### src/verilog/ddr3_seq_pkg.sv
package ddr3_seq_pkg;

    localparam int SEQ_ADDR_W = 10;                 // word address inside one bank
    localparam int SEQ_DEPTH  = 1 << SEQ_ADDR_W;    // words per bank
    localparam int CMD_W      = 32;                 // sequence word
    localparam int SD_ADDR_W  = 15;                 // sdram row/column address
    localparam int SD_BA_W    = 3;                  // sdram bank address
    localparam int CHN_W      = 4;                  // buffer channel number
    localparam int PAUSE_W    = 10;                 // nop pause length
    localparam int WDLY_W     = 4;                  // write buffer delay, 1..16 cycles

    // byte-serial address groups, upper address bits are don't care
    localparam logic [15:0] PHY0_BASE  = 16'h0020;  // 0-bit set/reset commands
    localparam logic [15:0] PHY0_MASK  = 16'h07f0;
    localparam logic [15:0] PHY16_BASE = 16'h0050;  // 16-bit data commands
    localparam logic [15:0] PHY16_MASK = 16'h07f8;

    localparam logic [3:0] PHY0_CMDA_EN   = 4'h4;   // pair, lsb is the new level
    localparam logic [3:0] PHY0_SDRST_ACT = 4'h6;
    localparam logic [3:0] PHY0_CKE_EN    = 4'h8;
    localparam logic [2:0] PHY16_WBUF_DELAY = 3'h2; // write buffer delay register

    localparam logic [WDLY_W-1:0] DFLT_WBUF_DELAY = 4'd8;

    // sequence word layout
    localparam int F_OP_HI     = 31;                // {ras,cas,we}, active low
    localparam int F_OP_LO     = 29;
    localparam int F_BA_LO     = 26;
    localparam int F_A_LO      = 11;                // pause length and done flag on a nop
    localparam int F_BUF_RD    = 10;
    localparam int F_BUF_WR    = 9;
    localparam int F_BUF_RST   = 8;
    localparam int F_ADD_PAUSE = 7;

    typedef enum logic [2:0] {
        OP_MRS = 3'd0,
        OP_REF = 3'd1,
        OP_PRE = 3'd2,
        OP_ACT = 3'd3,
        OP_WR  = 3'd4,
        OP_RD  = 3'd5,
        OP_ZQ  = 3'd6,
        OP_NOP = 3'd7
    } seq_op_e;

    typedef enum logic [1:0] {
        ST_IDLE,                                    // waiting for strobe with low address
        ST_ADDR_H,
        ST_DATA_L,
        ST_DATA_H
    } desr_state_e;

endpackage

### src/verilog/seq_wbuf_delay.sv
`timescale 1ns/1ns

module seq_wbuf_delay (
    input  logic                              mclk,
    input  logic                              rst,
    input  logic [ddr3_seq_pkg::WDLY_W-1:0]   wbuf_delay_i,  // tap, delay is value + 1
    input  logic                              buf_wr_i,
    input  logic                              buf_rst_i,
    input  logic                              buf_rd_i,
    input  logic [ddr3_seq_pkg::CHN_W-1:0]    chn_i,
    input  logic                              refresh_i,
    input  logic                              run_d_i,
    output logic                              ext_buf_wr_o,
    output logic                              ext_buf_wpage_nxt_o,
    output logic                              ext_buf_rpage_nxt_o,
    output logic [ddr3_seq_pkg::CHN_W-1:0]    ext_buf_wchn_o,
    output logic                              ext_buf_wrefresh_o,
    output logic                              ext_buf_wrun_o
);
    import ddr3_seq_pkg::*;

    logic                                  mem_rd_mode;   // last strobe was buf_wr
    logic                                  mode_nxt;      // includes the current word
    logic [CHN_W+3:0]                      dly_in;
    logic [CHN_W+3:0]                      dly_out;
    logic [(CHN_W+4)*(1<<WDLY_W)-1:0]      dly_sr;        // stage 0 is one cycle late

    assign mode_nxt = buf_wr_i ? 1'b1 : (buf_rd_i ? 1'b0 : mem_rd_mode);
    assign ext_buf_rpage_nxt_o = buf_rst_i && !mode_nxt;  // page reset on the read side

    always_ff @(posedge mclk or posedge rst) begin
        if (rst)
            mem_rd_mode <= 1'b0;
        else
            mem_rd_mode <= mode_nxt;
    end

    assign dly_in = {buf_wr_i, buf_rst_i && mode_nxt, run_d_i, refresh_i, chn_i};

    always_ff @(posedge mclk or posedge rst) begin
        if (rst)
            dly_sr <= '0;
        else
            dly_sr <= {dly_sr[(CHN_W+4)*((1<<WDLY_W)-1)-1:0], dly_in};
    end

    assign dly_out = dly_sr[wbuf_delay_i*(CHN_W+4) +: CHN_W+4];

    assign ext_buf_wr_o        = dly_out[CHN_W+3];
    assign ext_buf_wpage_nxt_o = dly_out[CHN_W+2];
    assign ext_buf_wrun_o      = dly_out[CHN_W+1];
    assign ext_buf_wrefresh_o  = dly_out[CHN_W];
    assign ext_buf_wchn_o      = dly_out[CHN_W-1:0];

endmodule
### config.mk
export PLATFORM = sky130hd
export DESIGN_NAME = seq_wbuf_delay
export DESIGN_NICKNAME = d
export VERILOG_FILES = /design/src/verilog/ddr3_seq_pkg.sv /design/src/verilog/seq_wbuf_delay.sv
export SDC_FILE = /design/constraint.sdc
export NUM_CORES = 1
export LEC_CHECK = 0
export ABC_CLOCK_PERIOD_IN_PS = 5500
export BUFFER_PORTS_ARGS = -buffer_cell sky130_fd_sc_hd__clkbuf_2
export CORE_MARGIN = 2
export CORE_UTILIZATION = 32
export DETAILED_ROUTE_END_ITERATION = 10
export PLACE_DENSITY = 0.51
export SLEW_MARGIN = 40
export SYNTH_ARGS = -nofsm -noshare
export SYNTH_HDL_FRONTEND = slang
export SYNTH_SLANG_ARGS = --single-unit
### constraint.sdc
create_clock -name mclk -period 5.5 [get_ports mclk]
set_input_delay 1.1 -clock mclk [delete_from_list [all_inputs] [get_ports mclk]]
set_output_delay 1.1 -clock mclk [all_outputs]
set_load 0.02 [all_outputs]
# Word-level counts from Yosys, hierarchy flattened
# Index checks and enable logic that the tools add are counted.
# Widths: inputs -> output; s select.
# totals
regBits,129
input_bits,15
output_inout_bits,9
elab_cells,8
# op_classes
shift,1
mux,2
n_reduce_logical,3
# op_table
op,count
$shiftx 128x8->8,1
$logic_and 1x1->1,2
$mux 1,2
$logic_not 1->1,1

# Longest topological paths before layout
# depth
word_depth,4
depth_mapped,5
ltp_nobuf,3

# Worst setup path after synthesis
# Ideal clock, no wire load.
# synth_path
path_kind,in2out
from,input port wbuf_delay_i[0] in the netlist's numbering
to,output port ext_buf_wrun_o
t_arrival_ns,2.229
t_required_ns,4.400
setup_slack_ns,2.171
path_stages,5
n_path_buf,2
path_cell_list,buf_6 buf_6 mux4_1 a22oi_1 nand2_1
# synth_via
elab_chain_len,1
# synth_rtl
element,line,source
"start, declared",seq_wbuf_delay.sv:6,"input logic [ddr3_seq_pkg::WDLY_W-1:0] wbuf_delay_i,"
$shiftx 128x8->8,seq_wbuf_delay.sv:47,assign dly_out = dly_sr[wbuf_delay_i*(CHN_W+4) +: CHN_W+4];
"end, declared",seq_wbuf_delay.sv:18,output logic ext_buf_wrun_o
# No other way between the ends.

# Worst setup path after layout
# layout_path
from,input port wbuf_delay_i[0] in the netlist's numbering
to,output port ext_buf_wr_o
# layout_via
elab_chain_len,1
# layout_rtl
element,line,source
$shiftx 128x8->8,seq_wbuf_delay.sv:47,
"end, declared",seq_wbuf_delay.sv:13,"output logic ext_buf_wr_o,"
# No other way between the ends.

==> metrics.yaml <==
status: "completed"
critical_path_peak_fanout: 17
drv_cap: 0
setup_viol: 0
vias_per_cell: 4.59
dp.final_hpwl_mm: 4.29
synthCells: 205
firstDrtPassIters: 4
place_ws_ns: 1.44
htree_num_levels: 4
slowest_delay_ns: 0.51
die_h_microns: 120
first_iter_violations: 117
antenna_left: 0
grt_max_degree: 61
routabilityCongestion: 0.705
io_pins: 24
path_clk_slew_ns: 0.05
period_needed_ns: 4.00
fin_setup_tns_ns: 0
startpoint: "wbuf_delay_i[0]"
power_density_nw_per_um2: 433
hold_class: "register to register"
drc_errors: 0
post_drt_wl_per_cell_microns: 17.0
core-area_sq_um: 13200
ys.warnings.count: 0
cts_made_buffers: 17
grt_pass1_wl_mm: 12.3
final_common_cell: "dfrtp_1"
crit_required_ns: 4.40
grt_overflow_total: 0
crit_path_cell_trace: "clkbuf_2, buf_12, mux4_2, a22oi_1, nand2_1, clkbuf_2"
post_cts_buffers: 0
portBuffers: 23
ir_drop_mv: 0.185
fin_cells: 429
rows: 42
cts_tree: "built"
tightest_slew_ns: 0.747
area_growth_pct: 20.6
routed_wl_mm: 7.29
reg2reg_depth: 2
seq_area_sq_um: 3230
power.total_mw: 2.24
n_fill_cell: 1190
antenna_found_initial: 0
synth_seq_cells: 129
synth_fp_nets: 220
die_w_microns: 120
endpoint: "ext_buf_wr_o"
cts_hold_buf: 0
root_buffer: "clkbuf_16"
clk_latency_ns: 0.40
drv_slew: 0
startpoint_type: "input port"
synth.distinct_cells: 15
power.leakage_nw: 2.28
multiInputGateArea_sq_um: 967
fin_crit_sh_pct: 72.7
finalClockSkew_ns: 0.00414
via_count: 1970
ff2ff_setup_slack_ns: 4.74
die-area_sq_um: 14300
final_cell_mix: "dfrtp_1 (129), clkbuf_2 (22), mux4_2 (18), clkbuf_16 (17), a22oi_1 (16)"
fmax_mhz: 250
diodes: 0
worstSetupPathType: "input port to primary output"
place_inst: 397
cp-end-kind: "primary output"
cts_resized: 0
nets: 255
setup_slack_ns: 1.50
clock_sinks: 129
grt_setup_unrepaired: "no"
floorplan.initialDensity_pct: 32.5
grt_pass1_vias: 2220
track_usage_pct: 11.7
crit_path_top_delay_cell: "mux4_2"
r2r_start: "mem_rd_mode"
ys_seq_area_share_pct: 75.2
avgSynthCellArea_sq_um: 20.9
drive_gt1_share_pct: 30.4
r2r-end: "dly_sr[6]"
crit_top_cell: "clkbuf_2"
clock_path_buffers: 2
max_slew_margin_pct: 50.1
critPathArrivalTime_ns: 2.90
finalHoldViolCount: 0
synth_area_sq_um: 4290
## synthesized netlist by cell type
cell type	instances	area (sq um)
buf_4	1	7.51
mux4_2	18	405
buf_2	3	15.0
and2_1	2	12.5
a22oi_1	16	120
nor2b_1	2	12.5
dfrtp_1	129	3230
nor2_1	1	3.75
inv_1	3	11.3
a21oi_1	1	5.00
mux4_1	14	368
and2b_1	1	7.51
nand2_1	8	30.0
clkdlybuf4s25_2	3	30.0
buf_6	3	33.8
## worst min-delay path by stage
stage,start,cells after the start,to
finish,dly_sr[52],0,dly_sr[60]
global route,dly_sr[50],0,dly_sr[58]
CTS,dly_sr[15],0,dly_sr[23]
detailed placement,dly_sr[36],0,dly_sr[44]
global placement,dly_sr[48],0,dly_sr[56]
floorplan,dly_sr[9],0,dly_sr[17]
## per-stage QoR
step	cell area, sq um	utilization (%)	hold slack, ns
after floorplan	4290	-	0.346
after global placement	4580	34.7	0.349
after detailed placement	4580	34.7	0.354
after CTS	5170	39.2	0.365
after global routing	5170	39.2	0.371
final	5170	39.2	0.362
## critical path: cells and delay by family
family / cells / cell delay, ns
buffers and inverters: 3 / 0.92
multiplexers: 1 / 0.51
AO/OA/AOI/OAI: 1 / 0.28
AND/OR/NAND/NOR: 1 / 0.08
## area by class of cell
cell class | count | area share, %
clock inverters | 10 | 2.08
well taps | 176 | 4.26
repair buffers | 26 | 2.95
clock buffers | 22 | 9.36
multi-input cells | 63 | 18.7
flip-flops and latches | 129 | 62.4
inverters | 3 | 0.266
## metal layers
layer  share of wire, %  GRT usage [%]  up-vias  wire, microns
met3                3.9           4.37       12            286
li1                   -              -      841              -
met4                2.1           5.74        0            153
met2                 48           17.5       37           3510
met5                  0              0        -              0
met1                 46           15.2     1080           3340
## registers in the layout, indices dropped and copies added, names as in the netlist
register,cells
dly_sr,128
mem_rd_mode,1
## logic make-up after synthesis
group           count (synthesis)  synth area share [%]
simple gates                   14                  1.55
compound gates                 17                  2.92
mux                            32                  18.0
flops                         129                  75.2
buf+inv                        13                  2.27
## report_power, final
group | internal (mW) | switching (mW)
Combinational | 0.0552 | 0.0668
Sequential | 1.00 | 0.0244
Clock | 0.710 | 0.384
Note: power is estimated with default switching activity, not from simulation.
