==> src/verilog/ddr3_seq_pkg.sv <==
package ddr3_seq_pkg;

    localparam int SEQ_ADDR_W = 10;                 // word address inside one bank
    localparam int SEQ_DEPTH  = 1 << SEQ_ADDR_W;    // words per bank
    localparam int CMD_W      = 32;                 // sequence word
    localparam int SD_ADDR_W  = 15;                 // sdram row/column address
    localparam int SD_BA_W    = 3;                  // sdram bank address
    localparam int CHN_W      = 4;                  // buffer channel number
    localparam int PAUSE_W    = 10;                 // nop pause length
    localparam int WDLY_W     = 4;                  // write buffer delay, 1..16 cycles

    // byte-serial address groups, upper address bits are don't care
    localparam logic [15:0] PHY0_BASE  = 16'h0020;  // 0-bit set/reset commands
    localparam logic [15:0] PHY0_MASK  = 16'h07f0;
    localparam logic [15:0] PHY16_BASE = 16'h0050;  // 16-bit data commands
    localparam logic [15:0] PHY16_MASK = 16'h07f8;

    localparam logic [3:0] PHY0_CMDA_EN   = 4'h4;   // pair, lsb is the new level
    localparam logic [3:0] PHY0_SDRST_ACT = 4'h6;
    localparam logic [3:0] PHY0_CKE_EN    = 4'h8;
    localparam logic [2:0] PHY16_WBUF_DELAY = 3'h2; // write buffer delay register

    localparam logic [WDLY_W-1:0] DFLT_WBUF_DELAY = 4'd8;

    // sequence word layout
    localparam int F_OP_HI     = 31;                // {ras,cas,we}, active low
    localparam int F_OP_LO     = 29;
    localparam int F_BA_LO     = 26;
    localparam int F_A_LO      = 11;                // pause length and done flag on a nop
    localparam int F_BUF_RD    = 10;
    localparam int F_BUF_WR    = 9;
    localparam int F_BUF_RST   = 8;
    localparam int F_ADD_PAUSE = 7;

    typedef enum logic [2:0] {
        OP_MRS = 3'd0,
        OP_REF = 3'd1,
        OP_PRE = 3'd2,
        OP_ACT = 3'd3,
        OP_WR  = 3'd4,
        OP_RD  = 3'd5,
        OP_ZQ  = 3'd6,
        OP_NOP = 3'd7
    } seq_op_e;

    typedef enum logic [1:0] {
        ST_IDLE,                                    // waiting for strobe with low address
        ST_ADDR_H,
        ST_DATA_L,
        ST_DATA_H
    } desr_state_e;

endpackage

==> src/verilog/seq_cmd_decode.sv <==
`timescale 1ns/1ns

module seq_cmd_decode (
    input  logic                                mclk,
    input  logic                                rst,
    input  logic [ddr3_seq_pkg::CMD_W-1:0]      word_i,
    input  logic                                word_vld_i,  // low on stalls, pins pad with nop
    input  logic                                cmda_en_i,
    output logic                                sd_ras_o,
    output logic                                sd_cas_o,
    output logic                                sd_we_o,
    output logic [ddr3_seq_pkg::SD_BA_W-1:0]    sd_ba_o,
    output logic [ddr3_seq_pkg::SD_ADDR_W-1:0]  sd_a_o,
    output logic                                buf_rd_o,
    output logic                                buf_wr_o,
    output logic                                buf_rst_o,
    output logic                                done_o       // run_done, first cycle of done nop
);
    import ddr3_seq_pkg::*;

    seq_op_e op;
    logic    pins_on;                                      // real word goes to the pins

    assign op      = seq_op_e'(word_i[F_OP_HI:F_OP_LO]);
    assign pins_on = word_vld_i && cmda_en_i;

    always_ff @(posedge mclk or posedge rst) begin
        if (rst) begin
            {sd_ras_o, sd_cas_o, sd_we_o} <= OP_NOP;
            sd_ba_o   <= '0;
            sd_a_o    <= '0;
            buf_rd_o  <= 1'b0;
            buf_wr_o  <= 1'b0;
            buf_rst_o <= 1'b0;
            done_o    <= 1'b0;
        end else begin
            {sd_ras_o, sd_cas_o, sd_we_o} <= pins_on ? op : OP_NOP;
            sd_ba_o   <= pins_on ? word_i[F_BA_LO +: SD_BA_W] : '0;
            sd_a_o    <= pins_on ? word_i[F_A_LO +: SD_ADDR_W] : '0;
            // buffer strobes run even with the pins disabled
            buf_rd_o  <= word_vld_i && word_i[F_BUF_RD];
            buf_wr_o  <= word_vld_i && word_i[F_BUF_WR];
            buf_rst_o <= word_vld_i && word_i[F_BUF_RST];
            done_o    <= word_vld_i && op == OP_NOP && word_i[F_A_LO + PAUSE_W];
        end
    end

endmodule

==> config.mk <==
export PLATFORM = sky130hd
export DESIGN_NAME = seq_cmd_decode
export DESIGN_NICKNAME = d
export VERILOG_FILES = /design/src/verilog/ddr3_seq_pkg.sv /design/src/verilog/seq_cmd_decode.sv
export SDC_FILE = /design/constraint.sdc
export NUM_CORES = 1
export LEC_CHECK = 0
export CAP_MARGIN = 10
export CORE_MARGIN = 3
export CORE_UTILIZATION = 55
export CTS_CLUSTER_DIAMETER = 150
export CTS_CLUSTER_SIZE = 24
export DETAILED_ROUTE_END_ITERATION = 12
export DONT_BUFFER_PORTS = 1
export GPL_TIMING_DRIVEN = 0
export PLACE_DENSITY = 0.68
export SYNTH_ARGS = -nofsm -noshare
export SYNTH_HDL_FRONTEND = slang
export SYNTH_SLANG_ARGS = --single-unit
==> constraint.sdc <==
create_clock -name mclk -period 0.8 [get_ports mclk]
set_clock_uncertainty 0.1 [all_clocks]
set_input_delay 0.08 -clock mclk [delete_from_list [all_inputs] [get_ports mclk]]
set_output_delay 0.08 -clock mclk [all_outputs]
set_load 0.1 [all_outputs]
### Yosys cells after proc, flatten, opt, wreduce, memory -nomap -nowiden

Cells that the tools add are included.

| storage, ports and cells | value |
|---|---|
| register bits | 25 |
| input bits | 36 |

| operators by class | value |
|---|---|
| equality and inequality tests | 1 |
| muxes and demuxes | 3 |
| reduce and logical (&&, ||, !) cells | 6 |

Operators by type and width:

| cell | number |
|---|---|
| 15-bit two-way mux | 1 |
| 1-bit logical AND | 6 |
| 3-bit two-way mux | 2 |
| 3-bit == test, second input constant | 1 |

### Logic depth before layout (Yosys ltp)

| logic depth | value |
|---|---|
| depth after elaboration | 3 |
| gate-level depth with buffers | 3 |
| mapped depth without buffers | 2 |

### Worst setup path before layout

Ideal clock, no wire load.

| timing path | value |
|---|---|
| kind | reg-to-output |
| start point | reg buf_rd_o |
| end point | out buf_rd_o |
| required time | 620 ps |
| buffers on the path | 0 |
| cell stages (with the launch flop) | 1 |
| slack | -263 ps |
| arrival time | 883 ps |
| path through | dfrtp_1 |

RTL lines:

| item | RTL line | RTL |
|---|---|---|
| start: declaration | seq_cmd_decode.sv:14 | `output logic buf_rd_o,` |
| start signal: assignment | seq_cmd_decode.sv:41 | `buf_rd_o <= word_vld_i && word_i[F_BUF_RD];` |

No word-level cell between the ends.

### Worst setup path in the final report

| timing path | value |
|---|---|
| start point | reg sd_ras_o |
| end point | out sd_ras_o |

RTL lines:

| item | RTL line | RTL |
|---|---|---|
| start: declaration | seq_cmd_decode.sv:9 | `output logic sd_ras_o,` |
| start signal: assignment | seq_cmd_decode.sv:37 | `{sd_ras_o, sd_cas_o, sd_we_o} <= pins_on ? op : OP_NOP;` |

No word-level cell between the ends.

==> flow_summary.ini <==
[worst_setup_path]
cp_max_fo = 1
worstPathArrival_ns = 1.11
crit_cells = 0
cp-start-kind = flip-flop
end_kind = output port
crit_required_ns = 0.62
critPathKind = flip-flop to output port

[pwr]
finalPower_w = 0.002478
clkPwrFrac_pct = 21.4
combPwrFrac_pct = 8.4
seq_power_share_pct = 70.2
p_int_w = 0.001668
powerDensity_nw_per_um2 = 1999
cellLeakagePower_nw = 0.5666
swShare_pct = 32.72
ir_drop_uv = 1327
switchingPower_w = 0.0008110

[die]
die_area_sq_um = 2018
die_w_microns = 44.93
die_y_microns = 44.93
core_sq_um = 1366
ioPinCount = 61
start_util_pct = 60.99
row_count = 13

[sta]
period_share_pct = 161.1
hold_slack_ns = -0.2619
hold_viol_final = 22
maxSlewViolCount = 0
rsz0062_at_grt = yes
tightest_slew_ns = 0.8845
final-setup-viol-count = 25
fin_tns_setup_ns = -8.528
relSlewSlack_pct = 40.97
fin_ws_ns = -0.4887
min_period_ns = 1.289
fmax_mhz = 776.0

[placement]
gp_congestion = 0.7163
port-buffer-count = 0
dpl.hpwl_microns = 1107
place_ws_ns = -0.1440

[final_layout]
diodes = 0
layout-drive-gt1-share_pct = 45.98
final_net_count = 124
area_growth_pct = 48.80

[detailed_routing]
vias_per_cell = 5.500
num_vias = 561
first_iter_violations = 2
wl_microns = 1853
wire_per_inst_microns = 18.17
post-route-drc-count = 0
first_pass_iters = 3
detail-route-antenna-nets = 0

[cts]
clk_pin_slew_worst_paths_ns = 0.12
h-tree-depth = 1
cts_hold_buf = 26
cts_tree = built
root_buffer = clkbuf_4
cts_buffers = 3
clk_path_buf_depth = 2
numClockSinks = 25

[yosys]
ys_seq_area_share_pct = 75.53
netlist_area_sq_um = 833.3
syn_nets = 93
syn_avg_cell_area_sq_um = 14.62
yosysWarnings = 0
synth-seq-cells = 25
synthCells = 57
synth_cell_types = 14

[global_routing]
gr-usage-all-layers_pct = 21.42
grt-ovfl-total = 0
grt_pass1_wl_microns = 2994
antenna_found_initial = 0
grt_max_degree = 26
grt_pass1_vias = 603

[outcome]
violations = hold timing, setup timing
status = complete, but fails checks

[worst_hold_path]
worstHoldPathType = input pin to async pin

[flow_run]
drv_cap = 0
-- layer usage --
layer | global-route usage (%) | up-vias | routed length [microns]
met5 | 0 | - | 0
met4 | 12.87 | 0 | 93
met3 | 4.781 | 12 | 126
met2 | 37.01 | 41 | 990
met1 | 23.73 | 262 | 642
li1 | - | 246 | -
-- worst max path at each step --
stage,start,endpoint
2_1_floorplan,sd_cas_o,sd_cas_o
3_3_place_gp,sd_ras_o,sd_ras_o
3_5_place_dp,rst,sd_a_o[1]
4_1_cts,sd_cas_o,sd_cas_o
5_1_grt,sd_cas_o,sd_cas_o
6_report,sd_ras_o,sd_ras_o
-- kinds of logic after synthesis --
group | share of synthesized area, %
flops | 75.53
buf+inv | 3.001
simple gates | 21.47
-- power by group through the flow --
stage                     clock network [W]  registers, W   logic, W
after global routing               0.000592       0.00175   0.000228
after CTS                          0.000526       0.00174   0.000198
after detailed placement                  0       0.00177  0.0000908
after global placement                    0       0.00177  0.0000848
final                              0.000530       0.00174   0.000208
after floorplan                           0       0.00176  0.0000760
-- synth_stat cells --
cell type | number | share of area (%)
and2_1 | 3 | 2.3
buf_6 | 1 | 1.4
clkbuf_2 | 1 | 0.60
nand2_1 | 1 | 0.45
nand3_1 | 1 | 0.60
buf_2 | 1 | 0.60
dfstp_2 | 3 | 9.5
inv_1 | 1 | 0.45
and3_2 | 8 | 7.2
or2_1 | 3 | 2.3
and3_1 | 10 | 7.5
dfrtp_1 | 22 | 66
nand2_2 | 1 | 0.75
nor2_1 | 1 | 0.45
-- sequential cells by signal, indices dropped and copies added, names as in the netlist --
name / flops
sd_a_o: 15
buf_rst_o: 1
sd_we_o: 1
sd_cas_o: 1
buf_rd_o: 1
sd_ras_o: 1
buf_wr_o: 1
done_o: 1
sd_ba_o: 3
-- placed cells by master (no fill, tap or decap) --
cell type       instances
dlygate4sd3_1          24
dfrtp_4                22
and3_1                 10
and3_2                  8
or2_1                   3
and2_1                  3
clkbuf_4                3
dfstp_4                 3
dlymetal6s4s_1          2
buf_6                   1
buf_4                   1
clkbuf_2                1
nand2_2                 1
nand2_1                 1
nand3_1                 1
nor2_1                  1
inv_1                   1
clkbuf_1                1
-- what timing repair did --
item | CTS | global route
buffers inserted | 0 | 0
setup endpoints to repair | 25 | 50
gates resized for setup | 1 | 4
endpoints found under the hold margin | 47 | 22
-- metrics by stage --
step           std cells  area, sq um  hold slack [ns]  util [%]
2_1_floorplan         57        924.6         0.005456         -
3_3_place_gp          72        943.4          0.05063     69.05
3_5_place_dp          72        943.4          0.08022     69.05
4_1_cts              102         1232          -0.2550     90.20
5_1_grt              102         1240          -0.2221     90.75
6_report             102         1240          -0.2619     90.75
-- layout make-up --
| cell class | instances | area, sq um |
|---|---|---|
| sequential | 25 | 723.2 |
| clock buffer | 4 | 26.28 |
| inverter | 1 | 3.754 |
| timing repair buffer | 26 | 265.3 |
| tap | 15 | 18.77 |
| fill | 48 | 126.4 |
| multi-input combinational | 28 | 178.9 |
| buffer | 3 | 23.77 |
(Power assumes the default switching activity.)
