[config.mk]
export PLATFORM = sky130hd
export DESIGN_NAME = seq_ctrl_port
export DESIGN_NICKNAME = d
export VERILOG_FILES = /design/src/verilog/ddr3_seq_pkg.sv /design/src/verilog/seq_ctrl_port.sv
export SDC_FILE = /design/constraint.sdc
export NUM_CORES = 1
export LEC_CHECK = 0
export ABC_AREA = 1
export BUFFER_PORTS_ARGS = -buffer_cell sky130_fd_sc_hd__buf_2
export CORE_ASPECT_RATIO = 0.6
export CORE_MARGIN = 5
export CORE_UTILIZATION = 39
export CTS_BUF_LIST = sky130_fd_sc_hd__clkbuf_4 sky130_fd_sc_hd__clkbuf_8
export CTS_CLUSTER_SIZE = 20
export DETAILED_ROUTE_END_ITERATION = 6
export PLACE_DENSITY = 0.63
export RECOVER_POWER = 100
export SLEW_MARGIN = 20
export SYNTH_ARGS = -nofsm -noshare
export SYNTH_HDL_FRONTEND = slang
export SYNTH_SLANG_ARGS = --single-unit
[constraint.sdc]
create_clock -name mclk -period 1.3 [get_ports mclk]
set_input_delay 0.26 -clock mclk [delete_from_list [all_inputs] [get_ports mclk]]
set_output_delay 0.26 -clock mclk [all_outputs]
set_load 0.05 [all_outputs]
[src/verilog/ddr3_seq_pkg.sv]
package ddr3_seq_pkg;

    localparam int SEQ_ADDR_W = 10;                 // word address inside one bank
    localparam int SEQ_DEPTH  = 1 << SEQ_ADDR_W;    // words per bank
    localparam int CMD_W      = 32;                 // sequence word
    localparam int SD_ADDR_W  = 15;                 // sdram row/column address
    localparam int SD_BA_W    = 3;                  // sdram bank address
    localparam int CHN_W      = 4;                  // buffer channel number
    localparam int PAUSE_W    = 10;                 // nop pause length
    localparam int WDLY_W     = 4;                  // write buffer delay, 1..16 cycles

    // byte-serial address groups, upper address bits are don't care
    localparam logic [15:0] PHY0_BASE  = 16'h0020;  // 0-bit set/reset commands
    localparam logic [15:0] PHY0_MASK  = 16'h07f0;
    localparam logic [15:0] PHY16_BASE = 16'h0050;  // 16-bit data commands
    localparam logic [15:0] PHY16_MASK = 16'h07f8;

    localparam logic [3:0] PHY0_CMDA_EN   = 4'h4;   // pair, lsb is the new level
    localparam logic [3:0] PHY0_SDRST_ACT = 4'h6;
    localparam logic [3:0] PHY0_CKE_EN    = 4'h8;
    localparam logic [2:0] PHY16_WBUF_DELAY = 3'h2; // write buffer delay register

    localparam logic [WDLY_W-1:0] DFLT_WBUF_DELAY = 4'd8;

    // sequence word layout
    localparam int F_OP_HI     = 31;                // {ras,cas,we}, active low
    localparam int F_OP_LO     = 29;
    localparam int F_BA_LO     = 26;
    localparam int F_A_LO      = 11;                // pause length and done flag on a nop
    localparam int F_BUF_RD    = 10;
    localparam int F_BUF_WR    = 9;
    localparam int F_BUF_RST   = 8;
    localparam int F_ADD_PAUSE = 7;

    typedef enum logic [2:0] {
        OP_MRS = 3'd0,
        OP_REF = 3'd1,
        OP_PRE = 3'd2,
        OP_ACT = 3'd3,
        OP_WR  = 3'd4,
        OP_RD  = 3'd5,
        OP_ZQ  = 3'd6,
        OP_NOP = 3'd7
    } seq_op_e;

    typedef enum logic [1:0] {
        ST_IDLE,                                    // waiting for strobe with low address
        ST_ADDR_H,
        ST_DATA_L,
        ST_DATA_H
    } desr_state_e;

endpackage

[src/verilog/seq_ctrl_port.sv]
`timescale 1ns/1ns

module seq_ctrl_port (
    input  logic                             mclk,
    input  logic                             rst,
    input  logic [7:0]                       cmd_ad_i,     // address/data byte
    input  logic                             cmd_stb_i,    // with the low address byte
    output logic                             ddr_rst_o,    // memory reset active high
    output logic                             ddr_cke_o,
    output logic                             cmda_en_o,    // command/address pins enable
    output logic [ddr3_seq_pkg::WDLY_W-1:0]  wbuf_delay_o
);
    import ddr3_seq_pkg::*;

    desr_state_e       state;
    logic [7:0]        addr_q;                             // low address byte
    logic [15:0]       addr_w;                             // address while high byte is on the bus
    logic [WDLY_W-1:0] data_l;                             // only the delay bits are kept
    logic              we0;                                // 0-bit write one cycle after last byte
    logic              we16;                               // 16-bit write with the same timing

    assign addr_w = {cmd_ad_i, addr_q};

    always_ff @(posedge mclk or posedge rst) begin
        if (rst) begin
            state  <= ST_IDLE;
            addr_q <= '0;
            we0    <= 1'b0;
            we16   <= 1'b0;
        end else begin
            we0  <= 1'b0;
            we16 <= 1'b0;
            if (cmd_stb_i) begin                           // strobe always restarts
                addr_q <= cmd_ad_i;
                state  <= ST_ADDR_H;
            end else begin
                case (state)
                    ST_ADDR_H: begin
                        if ((addr_w & PHY0_MASK) == PHY0_BASE) begin
                            we0   <= 1'b1;                 // no data bytes follow
                            state <= ST_IDLE;
                        end else if ((addr_w & PHY16_MASK) == PHY16_BASE) begin
                            state <= ST_DATA_L;
                        end else begin
                            state <= ST_IDLE;              // not ours so dropped
                        end
                    end
                    ST_DATA_L: state <= ST_DATA_H;
                    ST_DATA_H: begin
                        we16  <= 1'b1;
                        state <= ST_IDLE;
                    end
                    default: state <= ST_IDLE;
                endcase
            end
        end
    end

    always_ff @(posedge mclk) begin
        if (state == ST_DATA_L && !cmd_stb_i)
            data_l <= cmd_ad_i[WDLY_W-1:0];                // high data byte is don't care
    end

    always_ff @(posedge mclk or posedge rst) begin
        if (rst) begin
            ddr_rst_o    <= 1'b1;                          // memory held in reset
            ddr_cke_o    <= 1'b0;
            cmda_en_o    <= 1'b0;
            wbuf_delay_o <= DFLT_WBUF_DELAY;
        end else begin
            if (we0 && addr_q[3:1] == PHY0_CMDA_EN[3:1])
                cmda_en_o <= addr_q[0];
            if (we0 && addr_q[3:1] == PHY0_SDRST_ACT[3:1])
                ddr_rst_o <= addr_q[0];
            if (we0 && addr_q[3:1] == PHY0_CKE_EN[3:1])
                ddr_cke_o <= addr_q[0];
            if (we16 && addr_q[2:0] == PHY16_WBUF_DELAY)
                wbuf_delay_o <= data_l;
        end
    end

endmodule

# Word level (Yosys, flattened, before mapping)
# Index checks and enable logic that the tools add are counted.
classes:
  reduce_logical: 6
  n_eq_ne: 9
  n_mux: 9
ops:
  columns: ["operator", "count"]
  rows:
  - ["3-bit by 2-bit equality test with 1-bit output (second input constant)", 3]
  - ["8-bit by 4-bit equality test with 1-bit output (second input constant)", 1]
  - ["7-bit by 2-bit equality test with 1-bit output (second input constant)", 1]
  - ["2-bit 2-to-1 mux", 3]
  - ["1-bit logical AND", 5]
  - ["1-bit 2-to-1 mux", 5]
  - ["2-bit equality test (second input constant)", 2]
  - ["2-bit case mux with 2 select lines", 1]
  - ["3-bit equality test (second input constant)", 1]
  - ["2-bit by 1-bit equality test with 1-bit output (second input constant)", 1]
  - ["1-bit logical NOT", 1]
word_totals:
  register_bits: 23
  output_inout_bits: 7
  input_bits: 11
  elab_cells: 33

# Longest topological paths before layout
depth:
  ltp_word: 5
  ltp_mapped: 6
  depth_no_buf: 6

# Worst setup path before layout
# OpenSTA, ideal clock, no wires.
synth_timing:
  kind: "register -> register"
  startpoint: "reg state[0]"
  endpoint: "reg data_l[0] (enable)"
  t_required_ps: 971
  setup_time_ps: 329
  period_less_slack_ps: 1154
  t_arrival_ps: 825
  setup_slack_ps: 146
  path_stages_with_launch: 5
  path_cell_list: "dfrtp_1 > inv_1 > ha_1 > inv_1 > nor2_1"
synth_via:
  elab_chain_len: 2
synth_lines:
  columns: ["element", "line_no", "text"]
  rows:
  - ["start: declaration", "seq_ctrl_port.sv:15", "desr_state_e state;"]
  - ["start signal: assignment", "seq_ctrl_port.sv:26", "state <= ST_IDLE;"]
  - ["start signal: assignment", "seq_ctrl_port.sv:35", "state <= ST_ADDR_H;"]
  - ["start signal: assignment", "seq_ctrl_port.sv:41", "state <= ST_IDLE;"]
  - ["2-bit equality test", "seq_ctrl_port.sv:60", "if (state == ST_DATA_L && !cmd_stb_i)"]
  - ["1-bit logical AND", "seq_ctrl_port.sv:60", null]
  - ["end signal: assignment", "seq_ctrl_port.sv:61", "data_l <= cmd_ad_i[WDLY_W-1:0];"]
  - ["end: declaration", "seq_ctrl_port.sv:18", "logic [WDLY_W-1:0] data_l;"]
# Every way passes these cells.
# A chain may end at the register's enable or synchronous reset.

# Worst setup path after layout
layout_timing:
  startpoint: "reg wbuf_delay_o[3] in the netlist's numbering"
  endpoint: "out wbuf_delay_o[3] in the netlist's numbering"
layout_lines:
  columns: ["element", "line_no", "text"]
  rows:
  - ["start: declaration", "seq_ctrl_port.sv:11", "output logic [ddr3_seq_pkg::WDLY_W-1:0] wbuf_delay_o"]
  - ["start signal: assignment", "seq_ctrl_port.sv:78", "wbuf_delay_o <= data_l;"]
# No word-level cell between the ends.

==> results.yml <==
cts:
  clkSinkCount: 23
  clock_path_buffers: 2
  worst_skew_pair.late_latency_ns: 0.26
  post_cts_buffers: 0
  cts_buffers: 3
  root_buffer: "clkbuf_8"
  cts_tree: "done"
  clk_pin_slew_worst_paths_ns: 0.08
  cts-htree-levels: 1
critical_path:
  slowest_delay_ns: 0.53
  endpoint_kind: "primary output"
  rr_worst_depth: 4
  slowest_stage: "dfstp_2"
  path_cells: "buf_4"
  rr_endpoint: "data_l[3]"
  crit_fanout: 2
  r2r-start: "state[0]"
  arrival_ns: 0.99
  path_class: "flip-flop to primary output"
  path_delay_family: "flip-flops"
  rrSetupSlack_ns: 0.15
  critPathLaunchType: "flip-flop"
  critPathBufInv: 1
  cp_data_required_time_ns: 1.04
worst_hold_path:
  min_from: "cmd_ad_i[7]"
  worstHoldEndpoint: "addr_q[7]"
  hp-class: "primary input to flip-flop"
  min_path_cells: 3
timing:
  holdWs_ns: 0.192
  finalMaxSlewViolations: 0
  setup_violations: 0
  worst_clock_skew_ns: 0.00196
  fin_crit_sh: 0.958
  layout_setup_ws_ns: 0.0550
  hold_viol: 0
  worst_pin_slew_ns: 0.469
  min_period_ns: 1.25
  fmax_ghz: 0.803
  relSlewSlack: 0.687
  rsz0062_at_grt: "no"
  totalNegativeSetupSlack_ns: 0
grt:
  track_usage: 0.104
  gr-usage-met2: 0.147
  grt_max_degree: 14
  grt_pass1_vias: 611
  use_met3: 0.0455
  grt.met1_usage: 0.133
  grt_overflow: 0
  antenna_found_initial: 0
  grt_first_pass_wirelength_mm: 2.77
  busiest_layer: "met2"
yosys:
  synthFlopType: "dfrtp_1"
  syn_nets: 111
  synth_cell_type_count: 19
  synthCells: 97
  async_flop_share: 0.826
  yosysSeqAreaShare: 0.613
  syn_area_per_cell_um2: 10.1
  mappedNetlistArea_um2: 976
  synth_edf_count: 4
  ys_warn_count: 0
  ys_ff_latch: 23
final_layout:
  instances_no_fill: 151
  regArea_um2: 598
  multiInputGateArea_um2: 265
  n_antenna_cell: 0
  drive_above_1_share: 0.185
  nets: 134
  fillers: 247
  syn_to_final_growth_pct: 15.5
placed_design:
  placed_cells: 146
  port_buffers: 17
  place_congestion: 0.716
  pre_cts_ws_ns: 0.0513
  dp_hpwl_mm: 1.29
route:
  vias: 664
  drc: 0
  drtIter0Drc: 40
  wl_per_cell_um: 11.1
  viasPerCell: 4.40
  finalWirelength_mm: 1.68
  first_pass_iters: 4
  ant_nets: 0
floorplanning:
  die_area_um2: 3640
  design.core.area_um2: 2450
  pin_count: 18
  chipWidth_um: 74.6
  fp.dieH_um: 48.8
  start_util: 0.398
  num_rows: 14
power:
  pwr_density_cell_nw_per_um2: 1170
  vdd_ir_drop_max_v: 0.000486
  leakage_nw: 0.548
job:
  cap_viol_max_count: 0
run_status:
  outcome: "complete, no violations"
## through the flow
step,power [mW],cell area [um2],utilization
global route,1.40,1130,0.460
floorplan,0.871,976,-
global placement,0.908,1100,0.447
CTS,1.36,1160,0.472
finish,1.32,1130,0.460
detailed placement,0.912,1100,0.447
## kinds of logic after synthesis
kind of cell,after synthesis,synth area share
AND/OR/NAND/NOR,34,0.172
adder cells (fa/ha/maj),3,0.0385
buffers and inverters,22,0.0962
AO/OA/AOI/OAI,15,0.0808
flip-flops,23,0.613
## timing repair
action,in CTS,in global routing
hold endpoints to repair,5,0
pin swaps,0,0
gates resized for setup,2,1
endpoints found under the setup margin,2,4
hold buffers,1,0
## final cells by class
| type | instances | area share |
|---|---|---|
| inverters | 20 | 0.0666 |
| multi-input cells | 52 | 0.235 |
| clock inverters | 1 | 0.00444 |
| well taps | 32 | 0.0355 |
| repair buffers | 20 | 0.0910 |
| clock buffers | 3 | 0.0366 |
| flip-flops and latches | 23 | 0.531 |
## per-layer routing
layer | wire, um | part of all wire
met1 | 802 | 0.48
met2 | 718 | 0.43
met3 | 123 | 0.073
met4 | 31 | 0.018
met5 | 0 | 0
## state kept, by name, indices dropped and copies added (netlist names)
register and count:
we0 1, state 2, wbuf_delay_o 4, data_l 4, cmda_en_o 1, addr_q 8, ddr_cke_o 1, we16 1
ddr_rst_o 1
## how the worst max path moves through the flow
| stage | from | endpoint | slack, ns | depth (start not counted) |
|---|---|---|---|---|
| after floorplan | state[0] | data_l[0] | 0.15 | 4 |
| after global placement | state[0] | data_l[2] | 0.09 | 4 |
| after detailed placement | state[0] | data_l[1] | 0.05 | 4 |
| after CTS | wbuf_delay_o[3] | wbuf_delay_o[3] | 0.04 | 1 |
| after global routing | wbuf_delay_o[3] | wbuf_delay_o[3] | 0.009 | 1 |
| final | wbuf_delay_o[3] | wbuf_delay_o[3] | 0.05 | 1 |
## cells in the final DEF, fill, tap and decap left out
cell           instances
nor3_2                 1
nand4_1                5
or2_0                  1
nor2_2                 1
dfrtp_1               17
o21ai_0               13
nand3_1                1
o21ai_1                1
inv_1                 19
clkbuf_1               6
a21oi_1                1
ha_1                   3
clkbuf_2               6
buf_2                  5
edfxtp_1               4
inv_2                  1
dlygate4sd3_1          1
dfstp_2                2
nor2_1                 6
clkbuf_8               3
buf_4                  2
nand2_1               19
clkinv_2               1
## Yosys cell counts, types with 2 or more instances
cell type / instances / share of area
inv_1: 19 / 0.073
nand2_1: 19 / 0.073
dfrtp_1: 17 / 0.44
o21ai_0: 9 / 0.046
nor2_1: 6 / 0.023
o21ai_1: 5 / 0.026
edfxtp_1: 4 / 0.12
nand4_1: 4 / 0.026
ha_1: 3 / 0.038
dfstp_2: 2 / 0.054
## report_power, final
part | switching (mW) | internal [mW] | total, mW
logic | 0.0771 | 0.0338 | 0.111
registers | 0.0150 | 0.761 | 0.776
clock network | 0.222 | 0.214 | 0.436
Note: power is estimated with default switching activity, not from simulation.
