<file path="src/verilog/ddr3_seq_pkg.sv">
package ddr3_seq_pkg;

    localparam int SEQ_ADDR_W = 10;                 // word address inside one bank
    localparam int SEQ_DEPTH  = 1 << SEQ_ADDR_W;    // words per bank
    localparam int CMD_W      = 32;                 // sequence word
    localparam int SD_ADDR_W  = 15;                 // sdram row/column address
    localparam int SD_BA_W    = 3;                  // sdram bank address
    localparam int CHN_W      = 4;                  // buffer channel number
    localparam int PAUSE_W    = 10;                 // nop pause length
    localparam int WDLY_W     = 4;                  // write buffer delay, 1..16 cycles

    // byte-serial address groups, upper address bits are don't care
    localparam logic [15:0] PHY0_BASE  = 16'h0020;  // 0-bit set/reset commands
    localparam logic [15:0] PHY0_MASK  = 16'h07f0;
    localparam logic [15:0] PHY16_BASE = 16'h0050;  // 16-bit data commands
    localparam logic [15:0] PHY16_MASK = 16'h07f8;

    localparam logic [3:0] PHY0_CMDA_EN   = 4'h4;   // pair, lsb is the new level
    localparam logic [3:0] PHY0_SDRST_ACT = 4'h6;
    localparam logic [3:0] PHY0_CKE_EN    = 4'h8;
    localparam logic [2:0] PHY16_WBUF_DELAY = 3'h2; // write buffer delay register

    localparam logic [WDLY_W-1:0] DFLT_WBUF_DELAY = 4'd8;

    // sequence word layout
    localparam int F_OP_HI     = 31;                // {ras,cas,we}, active low
    localparam int F_OP_LO     = 29;
    localparam int F_BA_LO     = 26;
    localparam int F_A_LO      = 11;                // pause length and done flag on a nop
    localparam int F_BUF_RD    = 10;
    localparam int F_BUF_WR    = 9;
    localparam int F_BUF_RST   = 8;
    localparam int F_ADD_PAUSE = 7;

    typedef enum logic [2:0] {
        OP_MRS = 3'd0,
        OP_REF = 3'd1,
        OP_PRE = 3'd2,
        OP_ACT = 3'd3,
        OP_WR  = 3'd4,
        OP_RD  = 3'd5,
        OP_ZQ  = 3'd6,
        OP_NOP = 3'd7
    } seq_op_e;

    typedef enum logic [1:0] {
        ST_IDLE,                                    // waiting for strobe with low address
        ST_ADDR_H,
        ST_DATA_L,
        ST_DATA_H
    } desr_state_e;

endpackage

</file>
<file path="src/verilog/seq_fetch.sv">
`timescale 1ns/1ns

module seq_fetch (
    input  logic                                 mclk,
    input  logic                                 rst,
    input  logic                                 run_seq_i,
    input  logic [ddr3_seq_pkg::SEQ_ADDR_W:0]    run_addr_i,   // msb selects bank
    input  logic [ddr3_seq_pkg::CHN_W-1:0]       run_chn_i,
    input  logic                                 run_refresh_i,
    input  logic                                 ddr_rst_i,    // aborts a running sequence
    input  logic [ddr3_seq_pkg::CMD_W-1:0]       word_i,
    input  logic                                 word_vld_i,
    input  logic                                 done_i,       // done nop on the pins
    output logic                                 rd_en_o,
    output logic                                 rd_bank_o,
    output logic [ddr3_seq_pkg::SEQ_ADDR_W-1:0]  rd_addr_o,
    output logic                                 run_busy_o,
    output logic [ddr3_seq_pkg::CHN_W-1:0]       chn_o,
    output logic                                 refresh_o,
    output logic                                 run_d_o       // run_seq delayed, accepted only
);
    import ddr3_seq_pkg::*;

    logic [2:0]         busy;                              // 0 fetch, 1 word out, 2 pins
    logic [PAUSE_W-1:0] pause_cnt;
    logic               stop;                              // done word seen, no more reads
    logic               start;
    logic               wv;                                // returned word belongs to this run
    logic               w_nop;
    logic               w_done;
    logic [PAUSE_W-1:0] w_len;
    logic               w_hold;                            // this word stalls the next read

    assign start  = run_seq_i && !busy[0] && !ddr_rst_i;
    assign wv     = word_vld_i && busy[1];
    assign w_nop  = word_i[F_OP_HI:F_OP_LO] == OP_NOP;
    assign w_len  = word_i[F_A_LO +: PAUSE_W];
    assign w_done = word_i[F_A_LO + PAUSE_W];
    assign w_hold = wv && (word_i[F_ADD_PAUSE] || (w_nop && (w_len != '0 || w_done)));

    // reads resume exactly when the padding on the pins runs out
    assign rd_en_o    = busy[0] && !ddr_rst_i && !stop && pause_cnt == '0 && !w_hold;
    assign run_busy_o = busy[0];

    always_ff @(posedge mclk or posedge rst) begin
        if (rst) begin
            busy      <= '0;
            pause_cnt <= '0;
            stop      <= 1'b0;
            rd_bank_o <= 1'b0;
            rd_addr_o <= '0;
            chn_o     <= '0;
            refresh_o <= 1'b0;
            run_d_o   <= 1'b0;
        end else begin
            if (ddr_rst_i || (done_i && busy[2]))
                busy <= '0;
            else
                busy <= {busy[1:0], start || busy[0]};

            if (ddr_rst_i || !busy[1])
                pause_cnt <= '0;
            else if (wv && w_nop && w_len != '0)
                pause_cnt <= w_len - 1'b1;                 // this cycle already stalls
            else if (pause_cnt != '0)
                pause_cnt <= pause_cnt - 1'b1;

            if (ddr_rst_i || !busy[0])
                stop <= 1'b0;
            else if (wv && w_nop && w_done)
                stop <= 1'b1;

            if (start) begin
                rd_bank_o <= run_addr_i[SEQ_ADDR_W];
                rd_addr_o <= run_addr_i[SEQ_ADDR_W-1:0];
                chn_o     <= run_chn_i;
                refresh_o <= run_refresh_i;
            end else if (rd_en_o) begin
                rd_addr_o <= rd_addr_o + 1'b1;
            end
            run_d_o <= start;
        end
    end

endmodule

</file>
<file path="config.mk">
export PLATFORM = sky130hd
export DESIGN_NAME = seq_fetch
export DESIGN_NICKNAME = d
export VERILOG_FILES = /design/src/verilog/ddr3_seq_pkg.sv /design/src/verilog/seq_fetch.sv
export SDC_FILE = /design/constraint.sdc
export NUM_CORES = 1
export LEC_CHECK = 0
export BUFFER_PORTS_ARGS = -buffer_cell sky130_fd_sc_hd__buf_4
export CAP_MARGIN = 20
export CELL_PAD_IN_SITES_DETAIL_PLACEMENT = 0
export CELL_PAD_IN_SITES_GLOBAL_PLACEMENT = 2
export CORE_MARGIN = 2
export CORE_UTILIZATION = 27
export CTS_CLUSTER_DIAMETER = 150
export DETAILED_ROUTE_END_ITERATION = 10
export GPL_ROUTABILITY_DRIVEN = 0
export GPL_TIMING_DRIVEN = 0
export PLACE_DENSITY_LB_ADDON = 0.1
export SYNTH_ARGS = -nofsm -noshare
export SYNTH_HDL_FRONTEND = slang
export SYNTH_SLANG_ARGS = --single-unit
export TNS_END_PERCENT = 30
</file>
<file path="constraint.sdc">
create_clock -name mclk -period 4.1 [get_ports mclk]
set_input_delay 0.615 -clock mclk [delete_from_list [all_inputs] [get_ports mclk]]
set_output_delay 0.615 -clock mclk [all_outputs]
set_load 0.01 [all_outputs]
</file>
After elaboration in Yosys (flattened, before gate mapping). Cells that the tools add are included. Widths: inputs -> output; s select.

Output and inout bits: 19. Logic and storage cells: 50. Register bits after elaboration: 31.

Eq/ne operators: 1. Reduce and logical (&&, ||, !) cells: 30. $add $sub $neg: 3. Multiplexer cells: 8.

Operators with widths (count): $mux 10 (5); $reduce_bool 10->1 (2); $sub 10x1->10 const B (2); $logic_and 1x1->1 (13); $add 10x1->10 const B (1); $logic_not 10->1 (1); $logic_or 1x1->1 (6); $logic_not 1->1 (5); $reduce_bool 2->1 (2); $eq 3x3->1 const B (1); $mux 3 (1); $reduce_bool 3->1 (1); $mux 1 (2).

Depth between registers and ports, before layout.
Word-level depth: 9. Depth in mapped cells: 11. Mapped depth without buffers: 10.

Worst setup path before layout. Ideal clock, no wire load.

Path type: input port to flip-flop. From: input word_i[14] (netlist bit). To: register pause_cnt[8]. Required time: 4.006 ns. Path buffers: 0. Arrival time: 3.391 ns. Setup time: 0.094 ns. Stages on the path: 10. Setup slack: 0.615 ns. Cells stage by stage: or4_4 nor4_4 nor2_1 mux2i_1 ha_1 or4b_2 nor4_1 xor2_1 nor2_1 a211oi_1.

Cells in the longest elaborated chain, start to end: 4. Elaborated cells between the ends (all ways): 6. Classes of those cells: add/sub (1); mux (2); reduce/logical (3).

Ends and longest elaborated chain: start: declaration (line seq_fetch.sv:11) `input logic [ddr3_seq_pkg::CMD_W-1:0] word_i,`; parallel branches: the longest is 4 deep, another holds $sub 10x1->10; end signal: assignment (line seq_fetch.sv:64) `pause_cnt <= w_len - 1'b1;`; end signal: assignment (line seq_fetch.sv:66) `pause_cnt <= pause_cnt - 1'b1;`; end: declaration (line seq_fetch.sv:25) `logic [PAUSE_W-1:0] pause_cnt;`.

Several ways; the timed one is not identified. A chain may end at the register's enable or synchronous reset.

Worst setup path in the final report.
From: input word_i[16] (netlist bit). To: register pause_cnt[8].

Same word-level chain as after synthesis.

==> flow_summary.rst <==
.. list-table::
   :header-rows: 1

   * - Metric
     - Value
   * - Count of port buffers added during placement
     - between 50 and 60
   * - Row count
     - 29
   * - Highest ir drop seen on vdd
     - roughly 0.00017 V
   * - Post-route design area
     - 2406 um^2
   * - Leakage power
     - between 0.001 and 0.0015 uW
   * - Run status
     - complete, no violations
   * - Inserted Diodes
     - 0
   * - Required time of the critical path
     - 4.29 ns
   * - Average wire length per cell after detail routing
     - approximately 15 um
   * - Vias/cell
     - between 5 and 6
   * - Setup slack of the critical path after layout
     - between 0.5 and 0.6 ns
   * - Number of instances in the synthesized netlist
     - approximately 200
   * - Core occupancy in the finished layout
     - 0.3789
   * - Maximum number of pins on one net before global-route repair
     - 23
   * - Type of destination of the critical path
     - flop
   * - DRT met1 WL
     - about 2.6 mm
   * - Post-layout nets
     - between 300 and 400
   * - Number of flops mapped to enable cells by yosys
     - 0
   * - Flop-to-flop setup slack
     - about 0.67 ns
   * - Worst flop-to-flop path endpoint
     - pause_cnt[8]
   * - Critical-path maximum fanout
     - 8
   * - Top post-synthesis cells by area
     - sky130_fd_sc_hd__dfrtp_1, sky130_fd_sc_hd__nand2_1, sky130_fd_sc_hd__nor2_1
   * - Dominant cell by count in the synthesized netlist
     - sky130_fd_sc_hd__dfrtp_1
   * - F_max
     - 281.0 MHz
   * - Overall power of the completed layout
     - roughly 840 uW
   * - Core box area
     - about 6300 um^2
   * - Reg-to-reg critical path startpoint
     - busy[1]
   * - Die height
     - about 85 um
   * - Highest metal used
     - met4
   * - Mean Syn Cell Area
     - approximately 9 um^2
   * - Total length of routed wires
     - just over 5 mm
   * - Slew at the pin closest to its max-slew limit
     - roughly 0.64 ns
   * - Path type of the worst setup path
     - input pin to flop
   * - Yosys top cell area share
     - 0.4372
   * - Number of cells on the worst reg-to-reg path
     - 11
   * - Number of nets with antenna violations after routing
     - 0
   * - Final period demand of the worst path
     - between 3 and 4 ns
   * - Post-synth net total
     - 259
   * - Arrival time of the worst setup path
     - approximately 3.8 ns
   * - Die Width
     - roughly 85 um
   * - Cell taking the most area after synthesis
     - sky130_fd_sc_hd__dfrtp_1
   * - Class of the tightest hold or removal check
     - input pin to async pin
   * - Number of non-filler instances in the completed layout
     - ~350
   * - Worst setup SP type
     - input pin
   * - Total global routing overflow
     - 0
   * - Antenna violations before repair
     - 0
   * - Root buf cell
     - sky130_fd_sc_hd__clkbuf_8
   * - Register bit count reported by yosys
     - 31
   * - Clock transition time at the flip-flop clock pins of the worst setup and hold paths
     - roughly 0.070 ns
   * - Global Route Usage Sum
     - 0.1510
   * - Resized cells post-CTS
     - 0
   * - Share of flip-flops with an asynchronous set or reset after synthesis
     - 1.000
   * - Worst-skew pair later-pin latency
     - ~0.28 ns
   * - Part of the cycle the worst path needs
     - 0.8678
   * - TritonCTS clock tree
     - yes
   * - Count of vias placed by the detailed router
     - about 1,800
   * - Top-level I/O count
     - 73
   * - Detailed router's first-iteration violation count
     - 64
   * - CTS H-tree lvls
     - 2
   * - Starting density of the core
     - 0.2794
   * - First-pass GRT wire length
     - 8.735 mm
   * - Clock skew
     - roughly 0.0028 ns
   * - Post-Place Cells
     - ~340
   * - Tightest slew margin relative to the limit
     - 0.5715
   * - Yosys Warn Count
     - 0
   * - Fin. max-slew vios
     - 0
   * - Number of library cell types mapped by synthesis
     - 40
   * - Inserted Clock Buffers
     - 5
   * - Met2 WL
     - between 2 and 2.5 mm
   * - Pre-Repair DR Iteration Count
     - 4
   * - Count of unresolved DRC violations after routing
     - 0
   * - Maximum root-to-sink buffer count
     - 2
   * - Post-synthesis sequential area ratio
     - 0.4372
   * - Pre-CTS worst setup slack
     - -0.05527 ns
   * - Area grow syn2layout
     - 35.61%
   * - Setup violations, final
     - 0
   * - Post-place instance area
     - approximately 2300 um^2
   * - Combined area of all synthesized cells
     - 1774 um^2
   * - Die Footprint
     - around 7200 um^2
   * - Final hold vios
     - 0
   * - Most instantiated cells after synthesis
     - sky130_fd_sc_hd__dfrtp_1, sky130_fd_sc_hd__nand2_1, sky130_fd_sc_hd__nor2_1, sky130_fd_sc_hd__o21ai_0
   * - Pwr Density
     - approximately 350 nW/um^2
   * - Commonest register cell after synthesis
     - sky130_fd_sc_hd__dfrtp_1
   * - Hold buffers post-CTS
     - 0
   * - Detailed placement HPWL
     - 3.866 mm
   * - MaxCap Viol Count
     - 0
   * - Via count of the first global-routing pass
     - between 1,500 and 2,000
   * - TritonCTS Sinks
     - 31
   * - Detailed-routed wire length on met3
     - between 200 and 300 um
   * - Setup repair after global routing missed its margin
     - false
   * - Share of post-route cells with drive strength above 1
     - 0.2761
[what timing repair did]
item / in CTS / in global routing
endpoints found under the hold margin: 0 / 0
setup endpoints to repair: 0 / 1
buffers inserted: 0 / 2
[cell usage in the layout (no fill, tap or decap), drive strengths merged]
| cell | instances |
|---|---|
| o211ai | 3 |
| a21boi | 1 |
| a31oi | 9 |
| nor3b | 2 |
| xnor2 | 1 |
| or4 | 6 |
| ha | 2 |
| o2111ai | 2 |
| a2bb2oi | 1 |
| nor2 | 21 |
| nand4b | 1 |
| and3 | 2 |
| o21ai | 15 |
| o22ai | 1 |
| dfrtp | 31 |
| a211o | 3 |
| o31ai | 2 |
| mux2i | 4 |
| or3 | 9 |
| clkbuf | 10 |
| a211oi | 6 |
| xor2 | 5 |
| nand3 | 7 |
| nor4 | 6 |
| buf | 61 |
| or2 | 3 |
| nand2 | 29 |
| nor2b | 1 |
| a21oi | 7 |
| inv | 5 |
| or4b | 1 |
| and2 | 2 |
| nand2b | 3 |
| clkinv | 1 |
| nor3 | 5 |
[worst max-delay path by stage]
stage	from	end	slack, ns	cells after the start
3_3_place_gp	word_i[16]	pause_cnt[8]	-0.16	11
6_report	word_i[16]	pause_cnt[8]	0.54	11
2_1_floorplan	word_i[14]	pause_cnt[8]	0.62	10
5_1_grt	word_i[16]	pause_cnt[8]	0.25	11
4_1_cts	word_i[16]	pause_cnt[8]	0.21	11
3_5_place_dp	word_i[16]	pause_cnt[8]	-0.06	11
[cell type report]
| cell class | instances | area, um^2 |
|---|---|---|
| Inverter | 5 | 18.77 |
| Fill cell | 658 | 3944 |
| Sequential cell | 31 | 775.7 |
| Timing Repair Buffer | 58 | 447.9 |
| Clock inverter | 1 | 5.005 |
| Tap cell | 77 | 96.34 |
| Multi-Input combinational cell | 160 | 952.2 |
| Buffer | 7 | 27.53 |
| Clock buffer | 6 | 82.58 |
[metal layers]
layer / global-route usage / up-vias
li1: - / 872
met1: 0.2172 / 832
met2: 0.2266 / 42
met3: 0.03794 / 4
met4: 0.03896 / 0
met5: 0 / -
[through the flow]
stage	hold WS, ns	setup TNS [ns]
after floorplan	0.4418	0
after global placement	0.4586	-0.1556
after detailed placement	0.4647	-0.05527
after CTS	0.3530	0
after global routing	0.3589	0
final	0.3337	0
[report_power, final]
part	internal [uW]	total, uW	switching (uW)
clock network	132	251	119
registers	343	379	35.6
logic	107	210	103
[critical path, cell delays in order]
cell and delay [ns]:
sky130_fd_sc_hd__buf_4 0.12, sky130_fd_sc_hd__or4_1 0.63, sky130_fd_sc_hd__nor4_4 0.31, sky130_fd_sc_hd__nor2_1 0.22, sky130_fd_sc_hd__mux2i_1 0.26, sky130_fd_sc_hd__ha_1 0.20
sky130_fd_sc_hd__or4b_2 0.65, sky130_fd_sc_hd__nor4_1 0.25, sky130_fd_sc_hd__xor2_1 0.18, sky130_fd_sc_hd__nor2_1 0.05, sky130_fd_sc_hd__a211oi_1 0.24
[cells by family after synthesis]
| group | Yosys count | synth area share |
|---|---|---|
| and+or+nand+nor | 98 | 0.2863 |
| AOI/OAI and AO/OA | 50 | 0.1841 |
| DFF | 31 | 0.4372 |
| buffers and inverters | 12 | 0.02609 |
| xor gates and xnor gates | 6 | 0.02962 |
| muxes | 4 | 0.02257 |
| adders and majority gates | 2 | 0.01410 |
[sequential cells by signal, summed over array words and instances (netlist names)]
| signal | cells |
|---|---|
| pause_cnt | 10 |
| rd_addr_o | 10 |
| chn_o | 4 |
| busy | 3 |
| rd_bank_o | 1 |
| refresh_o | 1 |
| run_d_o | 1 |
| stop | 1 |
Power figures use the tool's default switching activity.
